$ cat src/design/link_settings.svh
`ifndef LINK_SETTINGS_SVH
`define LINK_SETTINGS_SVH

// flit payload width, tag and last ride on top
`define LINK_DATA_WIDTH 32

// usable fifo slots, also the upstream sender's starting credits
`define LINK_FIFO_DEPTH 15

// downstream credit counter, holds 0..16
`define LINK_CREDIT_WIDTH 5

`define LINK_CFG_DATA_WIDTH 16 // register port data width

`endif

$ cat src/design/link_pkg.sv
`default_nettype none

`include "link_settings.svh"

package link_pkg;

  // ------------------------------------------------------------------------
  // link word
  // ------------------------------------------------------------------------
  typedef struct packed {
    logic                        last; // final flit of a message
    logic [3:0]                  tag;  // message id
    logic [`LINK_DATA_WIDTH-1:0] data;
  } flit_t;

  // ------------------------------------------------------------------------
  // register block to egress
  // ------------------------------------------------------------------------
  typedef struct packed {
    logic                          enable;       // forwarding on
    logic                          credit_load;  // one-cycle, reload counter
    logic [`LINK_CREDIT_WIDTH-1:0] credit_limit; // downstream buffer size
  } link_cfg_t;

  typedef enum logic [1:0] {
    CFG_CTRL    = 2'd0, // bit 0 enable
    CFG_LIMIT   = 2'd1, // credit limit
    CFG_CREDITS = 2'd2  // live credits, read only
  } cfg_addr_e;

endpackage : link_pkg

`default_nettype wire

$ cat src/design/credit_egress.sv
`timescale 1ns/1ps
`default_nettype none

`include "link_settings.svh"

// downstream side of the link buffer
// pops the fifo while credits last, registers the flit out,
// and hands one credit back upstream per popped flit
module credit_egress (
  input  logic                          clk,
  input  logic                          reset,
  input  link_pkg::link_cfg_t           cfg,        // from register block
  // fifo head
  input  logic                          fifo_empty,
  input  link_pkg::flit_t               head,       // combinational head flit
  output logic                          pop,
  // downstream
  output logic                          out_valid,
  output link_pkg::flit_t               out_flit,
  input  logic                          out_credit, // one credit back per pulse
  // status and upstream
  output logic [`LINK_CREDIT_WIDTH-1:0] credits,    // live downstream credits
  output logic                          in_credit   // one slot freed upstream
);

  // ------------------------------------------------------------------------
  // send decision
  // ------------------------------------------------------------------------
  // every term must hold in the same cycle
  // held off while the counter reloads so no send goes uncounted
  assign pop = cfg.enable & ~cfg.credit_load & ~fifo_empty & (credits != '0);

  // ------------------------------------------------------------------------
  // downstream credit counter
  // ------------------------------------------------------------------------
  always_ff @(posedge clk) begin
    if (reset) begin
      credits <= '0;
    end else if (cfg.credit_load) begin
      credits <= cfg.credit_limit; // fresh start on enable
    end else begin
      unique case ({pop, out_credit})
        2'b10:   credits <= credits - 1'b1; // send only
        2'b01:   credits <= credits + 1'b1; // return only
        default: credits <= credits;        // idle or both cancel
      endcase
    end
  end

  // ------------------------------------------------------------------------
  // output stage
  // ------------------------------------------------------------------------
  always_ff @(posedge clk) begin
    if (reset) begin
      out_valid <= 1'b0;
      in_credit <= 1'b0;
    end else begin
      out_valid <= pop;
      in_credit <= pop; // slot freed at the pop edge
    end
  end

  // flit register qualified by out_valid
  always_ff @(posedge clk) begin
    if (pop) begin
      out_flit <= head;
    end
  end

  // ------------------------------------------------------------------------
  // checks
  // ------------------------------------------------------------------------
  // a wrap below zero shows up as a huge count, so this covers both ends
  a_credit_in_range : assert property (@(posedge clk) disable iff (reset)
    credits <= cfg.credit_limit)
    else $error("downstream credits %0d above limit %0d",
                credits, cfg.credit_limit);

  // downstream returned a credit it never got
  a_no_extra_return : assert property (@(posedge clk) disable iff (reset)
    (out_credit && !pop && !cfg.credit_load) |-> credits < cfg.credit_limit)
    else $error("credit return with counter already at limit");

endmodule : credit_egress

`default_nettype wire

$ cat src/design/link_buffer_top.sv
`timescale 1ns/1ps
`default_nettype none

`include "link_settings.svh"

// single-lane credit link buffer
// upstream -> fifo -> credit egress -> downstream, regs on the side
module link_buffer_top (
  input  logic                            clk,
  input  logic                            reset,
  // upstream, credit based, no ready
  input  logic                            in_valid,
  input  link_pkg::flit_t                 in_flit,
  output logic                            in_credit,
  // downstream
  output logic                            out_valid,
  output link_pkg::flit_t                 out_flit,
  input  logic                            out_credit,
  // register port
  input  logic                            cfg_we,
  input  logic                            cfg_re,
  input  link_pkg::cfg_addr_e             cfg_addr,
  input  logic [`LINK_CFG_DATA_WIDTH-1:0] cfg_wdata,
  output logic [`LINK_CFG_DATA_WIDTH-1:0] cfg_rdata
);

  import link_pkg::*;

  flit_t                         fifo_head;  // head flit to egress
  logic                          fifo_empty;
  logic                          fifo_pop;
  link_cfg_t                     cfg;
  logic [`LINK_CREDIT_WIDTH-1:0] credits;    // egress count for readback

  // ------------------------------------------------------------------------
  // flit store, one spare slot keeps the depth a power of two
  // ------------------------------------------------------------------------
  simple_sync_fifo #(
    .payload_t (flit_t),
    .FIFO_DEPTH(`LINK_FIFO_DEPTH + 1)
  ) u_fifo (
    .clk       (clk),
    .reset     (reset),
    .push      (in_valid),
    .wr_data   (in_flit),
    .pop       (fifo_pop),
    .rd_data   (fifo_head),
    .fifo_full (),          // upstream credits keep it from filling past
    .fifo_empty(fifo_empty)
  );

  credit_egress u_egress (
    .clk       (clk),
    .reset     (reset),
    .cfg       (cfg),
    .fifo_empty(fifo_empty),
    .head      (fifo_head),
    .pop       (fifo_pop),
    .out_valid (out_valid),
    .out_flit  (out_flit),
    .out_credit(out_credit),
    .credits   (credits),
    .in_credit (in_credit)
  );

  link_cfg_regs u_regs (
    .clk      (clk),
    .reset    (reset),
    .cfg_we   (cfg_we),
    .cfg_re   (cfg_re),
    .cfg_addr (cfg_addr),
    .cfg_wdata(cfg_wdata),
    .cfg_rdata(cfg_rdata),
    .cfg      (cfg),
    .credits  (credits)
  );

endmodule : link_buffer_top

`default_nettype wire

$ cat src/design/link_cfg_regs.sv
`timescale 1ns/1ps
`default_nettype none

`include "link_settings.svh"

// control registers beside the egress
// plain strobe port, writes on the clock, reads combinational
module link_cfg_regs (
  input  logic                            clk,
  input  logic                            reset,
  input  logic                            cfg_we,    // write strobe
  input  logic                            cfg_re,    // read strobe
  input  link_pkg::cfg_addr_e             cfg_addr,
  input  logic [`LINK_CFG_DATA_WIDTH-1:0] cfg_wdata,
  output logic [`LINK_CFG_DATA_WIDTH-1:0] cfg_rdata,
  output link_pkg::link_cfg_t             cfg,       // to egress
  input  logic [`LINK_CREDIT_WIDTH-1:0]   credits    // live count from egress
);

  import link_pkg::*;

  logic                          enable_q;
  logic [`LINK_CREDIT_WIDTH-1:0] limit_q;
  logic                          load_q;    // credit_load pulse
  logic                          ctrl_wr;   // write to CFG_CTRL
  logic                          enable_up; // enable written 0 -> 1

  assign ctrl_wr   = cfg_we && (cfg_addr == CFG_CTRL);
  assign enable_up = ctrl_wr && cfg_wdata[0] && !enable_q;

  // ------------------------------------------------------------------------
  // registers
  // ------------------------------------------------------------------------
  always_ff @(posedge clk) begin
    if (reset) begin
      enable_q <= 1'b0;
      limit_q  <= '0;
      load_q   <= 1'b0;
    end else begin
      load_q <= enable_up; // one cycle, counter loads on the next edge
      if (ctrl_wr) enable_q <= cfg_wdata[0];
      if (cfg_we && (cfg_addr == CFG_LIMIT)) begin
        limit_q <= cfg_wdata[`LINK_CREDIT_WIDTH-1:0]; // upper bits dropped
      end
    end
  end

  assign cfg = '{enable: enable_q, credit_load: load_q, credit_limit: limit_q};

  // ------------------------------------------------------------------------
  // readback
  // ------------------------------------------------------------------------
  always_comb begin
    cfg_rdata = '0;
    if (cfg_re) begin
      unique case (cfg_addr)
        CFG_CTRL:    cfg_rdata[0] = enable_q;
        CFG_LIMIT:   cfg_rdata[`LINK_CREDIT_WIDTH-1:0] = limit_q;
        CFG_CREDITS: cfg_rdata[`LINK_CREDIT_WIDTH-1:0] = credits;
        default:     cfg_rdata = '0; // unmapped address
      endcase
    end
  end

endmodule : link_cfg_regs

`default_nettype wire

$ cat src/design/simple_dualport_mem.sv
`timescale 1ns/1ps
`default_nettype none

// storage under the fifo
// port a writes on the clock, port b reads straight from the array
module simple_dualport_mem #(
  parameter type payload_t = logic [31:0],  // stored word
  parameter int  DEPTH     = 16,            // number of entries
  localparam int ADDR_WIDTH = $clog2(DEPTH)
) (
  input  logic                  clk,
  // write port
  input  logic [ADDR_WIDTH-1:0] addra, // write address
  input  payload_t              dina,  // write data
  input  logic                  wea,   // write enable
  // read port
  input  logic [ADDR_WIDTH-1:0] addrb, // read address
  output payload_t              doutb  // read data, no latency
);

  payload_t mem [DEPTH]; // entry array

  // ------------------------------------------------------------------------
  // write side
  // ------------------------------------------------------------------------
  always_ff @(posedge clk) begin
    if (wea) begin
      mem[addra] <= dina;
    end
  end

  // ------------------------------------------------------------------------
  // read side
  // ------------------------------------------------------------------------
  // head entry shows up in the same cycle
  always_comb begin
    doutb = mem[addrb];
  end

endmodule : simple_dualport_mem

`default_nettype wire

$ cat src/design/simple_sync_fifo.sv
`timescale 1ns/1ps
`default_nettype none

// pointer fifo, one slot kept open so full and empty differ
// usable depth is FIFO_DEPTH - 1
module simple_sync_fifo #(
  parameter type payload_t  = logic [31:0], // entry type
  parameter int  FIFO_DEPTH = 16,           // power of two for the wrap
  localparam int ADDR_WIDTH = $clog2(FIFO_DEPTH)
) (
  input  logic     clk,
  input  logic     reset,
  // write side
  input  logic     push,    // store wr_data
  input  payload_t wr_data,
  // read side
  input  logic     pop,     // drop head entry
  output payload_t rd_data, // head entry, combinational
  // flags
  output logic     fifo_full,
  output logic     fifo_empty
);

  logic [ADDR_WIDTH-1:0] wr_ptr;     // next slot to write
  logic [ADDR_WIDTH-1:0] rd_ptr;     // head slot
  logic [ADDR_WIDTH-1:0] wr_ptr_nxt;
  logic [ADDR_WIDTH-1:0] rd_ptr_nxt;
  logic                  do_push;    // accepted write
  logic                  do_pop;     // accepted read

  assign do_push = push & ~fifo_full;
  assign do_pop  = pop & ~fifo_empty;

  simple_dualport_mem #(
    .payload_t(payload_t),
    .DEPTH    (FIFO_DEPTH)
  ) u_mem (
    .clk  (clk),
    .addra(wr_ptr),
    .dina (wr_data),
    .wea  (do_push),
    .addrb(rd_ptr),
    .doutb(rd_data)
  );

  // ------------------------------------------------------------------------
  // pointers
  // ------------------------------------------------------------------------
  assign wr_ptr_nxt = wr_ptr + 1'b1; // wraps at FIFO_DEPTH
  assign rd_ptr_nxt = rd_ptr + 1'b1;

  always_ff @(posedge clk) begin
    if (reset) begin
      wr_ptr <= '0;
      rd_ptr <= '0;
    end else begin
      if (do_push) wr_ptr <= wr_ptr_nxt;
      if (do_pop) rd_ptr <= rd_ptr_nxt; // head moves at the pop edge
    end
  end

  // flags
  assign fifo_full  = (wr_ptr_nxt == rd_ptr);
  assign fifo_empty = (wr_ptr == rd_ptr);

  // ------------------------------------------------------------------------
  // checks
  // ------------------------------------------------------------------------
  // upstream spent a credit it did not have
  a_no_overrun : assert property (@(posedge clk) disable iff (reset)
    push |-> !fifo_full)
    else $error("fifo push while full, upstream credit overrun");

  // egress must look at the empty flag before popping
  a_no_underrun : assert property (@(posedge clk) disable iff (reset)
    pop |-> !fifo_empty)
    else $error("fifo pop while empty");

endmodule : simple_sync_fifo

`default_nettype wire

$ cat config.mk
export PLATFORM = sky130hd
export DESIGN_NAME = link_buffer_top
export DESIGN_NICKNAME = d
export VERILOG_FILES = /design/src/design/link_pkg.sv /design/src/design/credit_egress.sv /design/src/design/link_buffer_top.sv /design/src/design/link_cfg_regs.sv /design/src/design/simple_dualport_mem.sv /design/src/design/simple_sync_fifo.sv
export VERILOG_INCLUDE_DIRS = /design/src /design/src/design
export SDC_FILE = /design/constraint.sdc
export NUM_CORES = 1
export LEC_CHECK = 0
export BUFFER_PORTS_ARGS = -buffer_cell sky130_fd_sc_hd__buf_2
export CAP_MARGIN = 10
export CORE_MARGIN = 8
export CORE_UTILIZATION = 57
export DETAILED_ROUTE_END_ITERATION = 12
export GPL_TIMING_DRIVEN = 1
export PLACE_DENSITY = 0.86
export SLEW_MARGIN = 0
export SYNTH_ARGS = -nofsm -noshare
export SYNTH_HDL_FRONTEND = slang
export SYNTH_SLANG_ARGS = --single-unit
$ cat constraint.sdc
create_clock -name clk -period 7.23 [get_ports clk]
set_clock_uncertainty 0.1 [all_clocks]
set_input_delay 1.446 -clock clk [delete_from_list [all_inputs] [get_ports clk]]
set_output_delay 1.446 -clock clk [all_outputs]
set_load 0.02 [all_outputs]
# Word-level counts from Yosys, hierarchy flattened
# Memories as Yosys holds them, arrays and structs flattened. A register that Yosys moved wholly into a read port is not among the register bits.
# Cells that the tools add are included.
[word_totals]
ff_bits = 21
wordCells = 41
n_memories = 1
input_bits = 61
ramBits = 592
out_inout_bits = 55
[classes]
muxes = 7
add_sub_neg = 4
n_reduce_logical = 8
bitwise_logic = 8
n_eq_ne = 6
[memory_table]
columns = ["name", "words", "word_bits", "rd", "rd_clocked_by_memory_dff", "wr", "line_no", "text"]
rows = [
  ["u_fifo.u_mem.mem", 16, 37, 1, 1, 1, "simple_dualport_mem.sv:21", "payload_t mem [DEPTH];"],
]
[ops]
columns = ["operator", "n"]
rows = [
  ["two-way mux 5 bit", 2],
  ["case mux 5 bit (2 select lines)", 1],
  ["adder 4 x 1 -> 4 bit (second input constant)", 2],
  ["== test 4 bit", 2],
  ["case mux 4 bit (2 select lines)", 1],
  ["adder 5 x 1 -> 5 bit (second input constant)", 1],
  ["bitwise AND 1 bit", 5],
  ["nonzero test 5 bit", 1],
  ["subtractor 5 x 1 -> 5 bit (second input constant)", 1],
  ["== test 2 x 1 -> 1 bit (second input constant)", 2],
  ["== test 2 bit (second input constant)", 2],
  ["logical AND 1 bit", 4],
  ["NOT 1 bit", 3],
  ["case mux 1 bit (3 select lines)", 1],
  ["nonzero test 3 bit", 1],
  ["zero test 2 bit", 1],
  ["two-way mux 1 bit", 2],
  ["zero test 1 bit", 1],
]

# Depth between registers and ports, before layout
[logic_depth]
word_depth = 7
depth_mapped = 11
mapped_depth_nobuf = 10

# Modules after synthesis
# A second synthesis with hierarchy kept.
[unflattened]
cells_unflattened = 1147
area_unflattened_um2 = 24905.1
[modules_own_cells]
columns = ["module", "area_each_um2", "seq_area_each_um2", "cells_each", "instances"]
rows = [
  ["simple_dualport_mem", 22201.3, 17777.0, 926, 1],
  ["credit_egress", 1630.3, 1231.2, 100, 1],
  ["simple_sync_fifo", 548.0, 160.2, 61, 1],
  ["link_cfg_regs", 525.5, 140.1, 60, 1],
]

# Worst setup path before layout
# No wires, ideal clock.
[synth_path]
kind = "input to register"
from = "in in_valid"
to = "mem u_fifo.u_mem.mem[2][0] in the netlist's numbering, enable pin"
stages = 3
path_slack_ns = 1.230
n_path_buf = 1
arrival_ns = 5.377
setup_time_ns = 0.524
required_ns = 6.606
cell_sequence = "clkbuf_1 nand2_1 nor4_1"
[synth_between]
elab_chain_len = 3
[synth_lines]
columns = ["element", "line_no", "text"]
rows = [
  ["start: declaration", "link_buffer_top.sv:12", "input logic in_valid,"],
  ["bitwise AND 1 bit", "simple_sync_fifo.sv:31", "assign do_push = push & ~fifo_full;"],
  ["two-way mux 1 bit", "simple_dualport_mem.sv:27", "if (wea) begin"],
  ["two-way mux 1 bit (not written as such)", "simple_dualport_mem.sv:28", "mem[addra] <= dina;"],
  ["end: declaration", "simple_dualport_mem.sv:21", ""],
]
# No other way between the ends.

# Worst setup path in the final report
[layout_path]
from = "reg u_fifo.rd_ptr[2]"
to = "reg u_egress.credits[4]"
[layout_between]
elab_chain_len = 7
word_cells_on_any_way = 9
classes_between = "eq/ne (3); mux (2); bitwise (3); reduce/logical (1)"
[layout_lines]
columns = ["element", "line_no", "text"]
rows = [
  ["start: declaration", "simple_sync_fifo.sv:25", "logic [ADDR_WIDTH-1:0] rd_ptr;"],
  ["start signal: assignment", "simple_sync_fifo.sv:58", "if (do_pop) rd_ptr <= rd_ptr_nxt;"],
  ["== test 4 bit *", "simple_sync_fifo.sv:64", "assign fifo_empty = (wr_ptr == rd_ptr);"],
  ["NOT 1 bit *", "credit_egress.sv:31", "assign pop = cfg.enable & ~cfg.credit_load & ~fifo_empty & (credits != '0);"],
  ["bitwise AND 1 bit * (2 in a row)", "credit_egress.sv:31", ""],
  ["== test 2 x 1 -> 1 bit or == test 2 bit (tied branches)", "credit_egress.sv:42", "unique case ({pop, out_credit})"],
  ["case mux 5 bit (2 select lines)", "credit_egress.sv:42", ""],
  ["two-way mux 5 bit", "credit_egress.sv:39", "end else if (cfg.credit_load) begin"],
  ["end signal: assignment", "credit_egress.sv:40", "credits <= cfg.credit_limit;"],
  ["end signal: assignment", "credit_egress.sv:43", "2'b10: credits <= credits - 1'b1;"],
  ["end signal: assignment", "credit_egress.sv:44", "2'b01: credits <= credits + 1'b1;"],
  ["end: declaration", "credit_egress.sv:22", "output logic [`LINK_CREDIT_WIDTH-1:0] credits,"],
]
# Mark *: on every way between the ends. The rest lies on a longest branch, timed or not.
# A chain may end at the register's enable or synchronous reset.

==> metrics.txt <==
gr usage total=0.212; initial antenna violation count=6; post-cts sizing count=0; Die H=227 µm; Antenna Violating Nets Remaining=0; M3 GR Usage=0.0473; CTS root buffer=clkbuf_16; global-route wire length before repair=81,400 µm; DP Area=between 20,000 and 30,000 µm²; CTS tree=done; final setup vio count=0; async set-reset flop share out of synthesis=0; M2 GR Usage=0.354; Power Dens Cells=279 nW/µm²; Synth cell types=51; filler instances=2,766; Max rail drop VDD=246 µV; Worst Path Arrival=4.75 ns; Worst Hold Class=reg -> reg; Vias/cell=6.37; clk_lat worst skew=0.64 ns; nets=1,498; pin count of the biggest net entering global routing=149; DRC Markers=0; Final Max Slew Viols=0; synthesized area per cell=approximately 19 µm²; RSZ-0062 raised after global routing=false; post-CTS setup buffer count=0; routed length per instance=26.5 µm; clock sink count=650; post-route cell area=approximately 29,000 µm²; vias in the first global route=13.5k; required time worst endpoint=roughly 7.6 ns; IO Pins=116; Max clock buf depth=3; ratio of cells with drive above 1 in the final layout=0.220; port bufs=93; tightest hold margin=around 0.39 ns; Synth Warn #=0; grt peak-use layer=met2; crit path launch type=flip-flop; Worst Path Max Fanout=30; Fin Setup TNS=0 ns; Post-CTS Hold Buffers=0; final hold vios=0; number of synthesized register bits=650; DP HPWL=about 28,000 µm; critical path capture point type=flip-flop; CTS Buf Count=~60; Leak=8.91 nW; top_reg_cell synth=edfxtp_1; fmax=231 MHz; WS Path Type=reg -> reg; total gr overflow=0; Synth area leaders=edfxtp_1 75%, mux4_2 6.6%, mux2i_1 5.9%, a221oi_1 2.6%, dfxtp_1 1.7%; Synth area leader=edfxtp_1; vias=13.2k; initial core utilization=0.575; Synth-to-Final Area Change=12.6%; Final min period=about 4.3 ns; Die Width=227 µm; RD Place Congestion=0.797; CTS H-tree depth=2; status=complete, no violations; Max Cap Viol=0; final WL=54,900 µm; area of the core=44,000 µm²; number of synthesized flops with an enable pin=about 630; Power, Total=7.94 mW; Synth Instances=1,308; Rel. slew slack=0.168; M1 GR Usage=0.272; sequential element share of the synthesized area=0.763; Final Cycle Share=0.600; first drt pass iteration count=5; Initial DRC Count=1,534; Cell Area, Synth=between 20,000 and 30,000 µm²; row cnt=77; Least-Margin Pin Slew=1.24 ns; Die ar.=51,400 µm²; Reg clk slew, reported paths=0.06 ns; top cell type's share of synthesized area=0.746
registers in the layout, summed over array words and instances, names as in the netlist:
register            cells
u_egress.credits        5
u_egress.out_flit      37
u_egress.out_valid      1
u_fifo.rd_ptr           4
u_fifo.u_mem.mem      592
u_fifo.wr_ptr           4
u_regs.enable_q         1
u_regs.limit_q          5
u_regs.load_q           1
synthesized netlist by cell type (5+ instances only):
cell type    n
edfxtp_1   629
mux2i_1    150
a221oi_1    74
mux4_2      74
nand2_1     57
a22oi_1     41
o21ai_0     41
clkbuf_1    27
buf_2       25
buf_4       22
dfxtp_1     21
nor2_1      19
a21oi_1     14
ha_1        13
nor3_1      13
buf_6       11
inv_1       10
nand3_1     10
nor2b_1      5
or4_1        5
area by class of cell:
type | count | area (µm²) | area share
clock inverter | 32 | 429 | 0.0151
inverter | 11 | 41.3 | 0.00145
timing repair buffer | 128 | 741 | 0.0260
multi-input combinational | 571 | 5590 | 0.196
tap | 592 | 741 | 0.0260
sequential | 650 | 19300 | 0.678
antenna | 3 | 7.51 | 0.000263
clock buffer | 82 | 1640 | 0.0574
layout by cell type, fill, tap and decap left out, types with 14 or more instances in the layout:
cell type	instances
o21ai_0	41
a21oi_1	14
dfxtp_1	17
mux2i_1	150
nand2_1	57
a221oi_1	74
buf_2	93
mux4_2	74
a22oi_1	41
clkbuf_16	61
buf_4	34
clkbuf_1	18
edfxtp_1	629
nor2_1	16
per-layer routing:
metal	wire, µm	vias up
li1	-	5596
met1	21300	6729
met2	27000	725
met3	4780	133
met4	1830	6
met5	41	-
cells by family (layout without fill, tap and decap cells):
family,Yosys count,count (layout),share of synthesized area
flops,650,650,0.763
mux,225,225,0.126
compound gates,184,184,0.0532
simple gates,128,128,0.0241
buf+inv,97,253,0.0221
fa+ha+maj,14,14,0.00722
xor+xnor,9,9,0.00499
other cells,1,14,0.000148
metrics by stage:
| step | setup slack, ns | util | std cells |
|---|---|---|---|
| 6_report | 2.89 | 0.647 | 2069 |
| 5_1_grt | 2.56 | 0.647 | 2068 |
| 4_1_cts | 2.94 | 0.647 | 2066 |
| 3_5_place_dp | 2.97 | 0.600 | 1952 |
| 3_3_place_gp | 3.20 | 0.600 | 1952 |
| 2_1_floorplan | 1.23 | - | 1318 |
worst max-delay path, stage by stage (launching register included):
cell and delay [ns]:
dfxtp_2 0.59, buf_4 0.53, xor2_1 0.22, nor4_2 0.66
or2_2 0.29, ha_1 0.23, inv_1 0.11, ha_1 0.33
nand2b_1 0.08, a2111oi_0 0.54, a2111oi_0 0.14, a2111oi_0 0.39
final timing paths:
| kind | cells past startpoint | startpoint | endpoint | slack (ns) |
|---|---|---|---|---|
| max reg2reg | 11 | u_fifo.rd_ptr[2] | u_egress.credits[4] | 2.89 |
| max | 11 | u_fifo.rd_ptr[2] | u_egress.credits[4] | 2.89 |
| min | 1 | u_regs.enable_q | u_regs.load_q | 0.39 |
| min reg2reg | 1 | u_regs.enable_q | u_regs.load_q | 0.39 |
power by group:
group	leakage, nW	total [mW]	switching, mW	internal (mW)
sequential	5.85	4.27	0.0353	4.24
combinational	2.05	0.385	0.250	0.135
clock	1.01	3.28	1.39	1.89
Power figures use the tool's default switching activity.
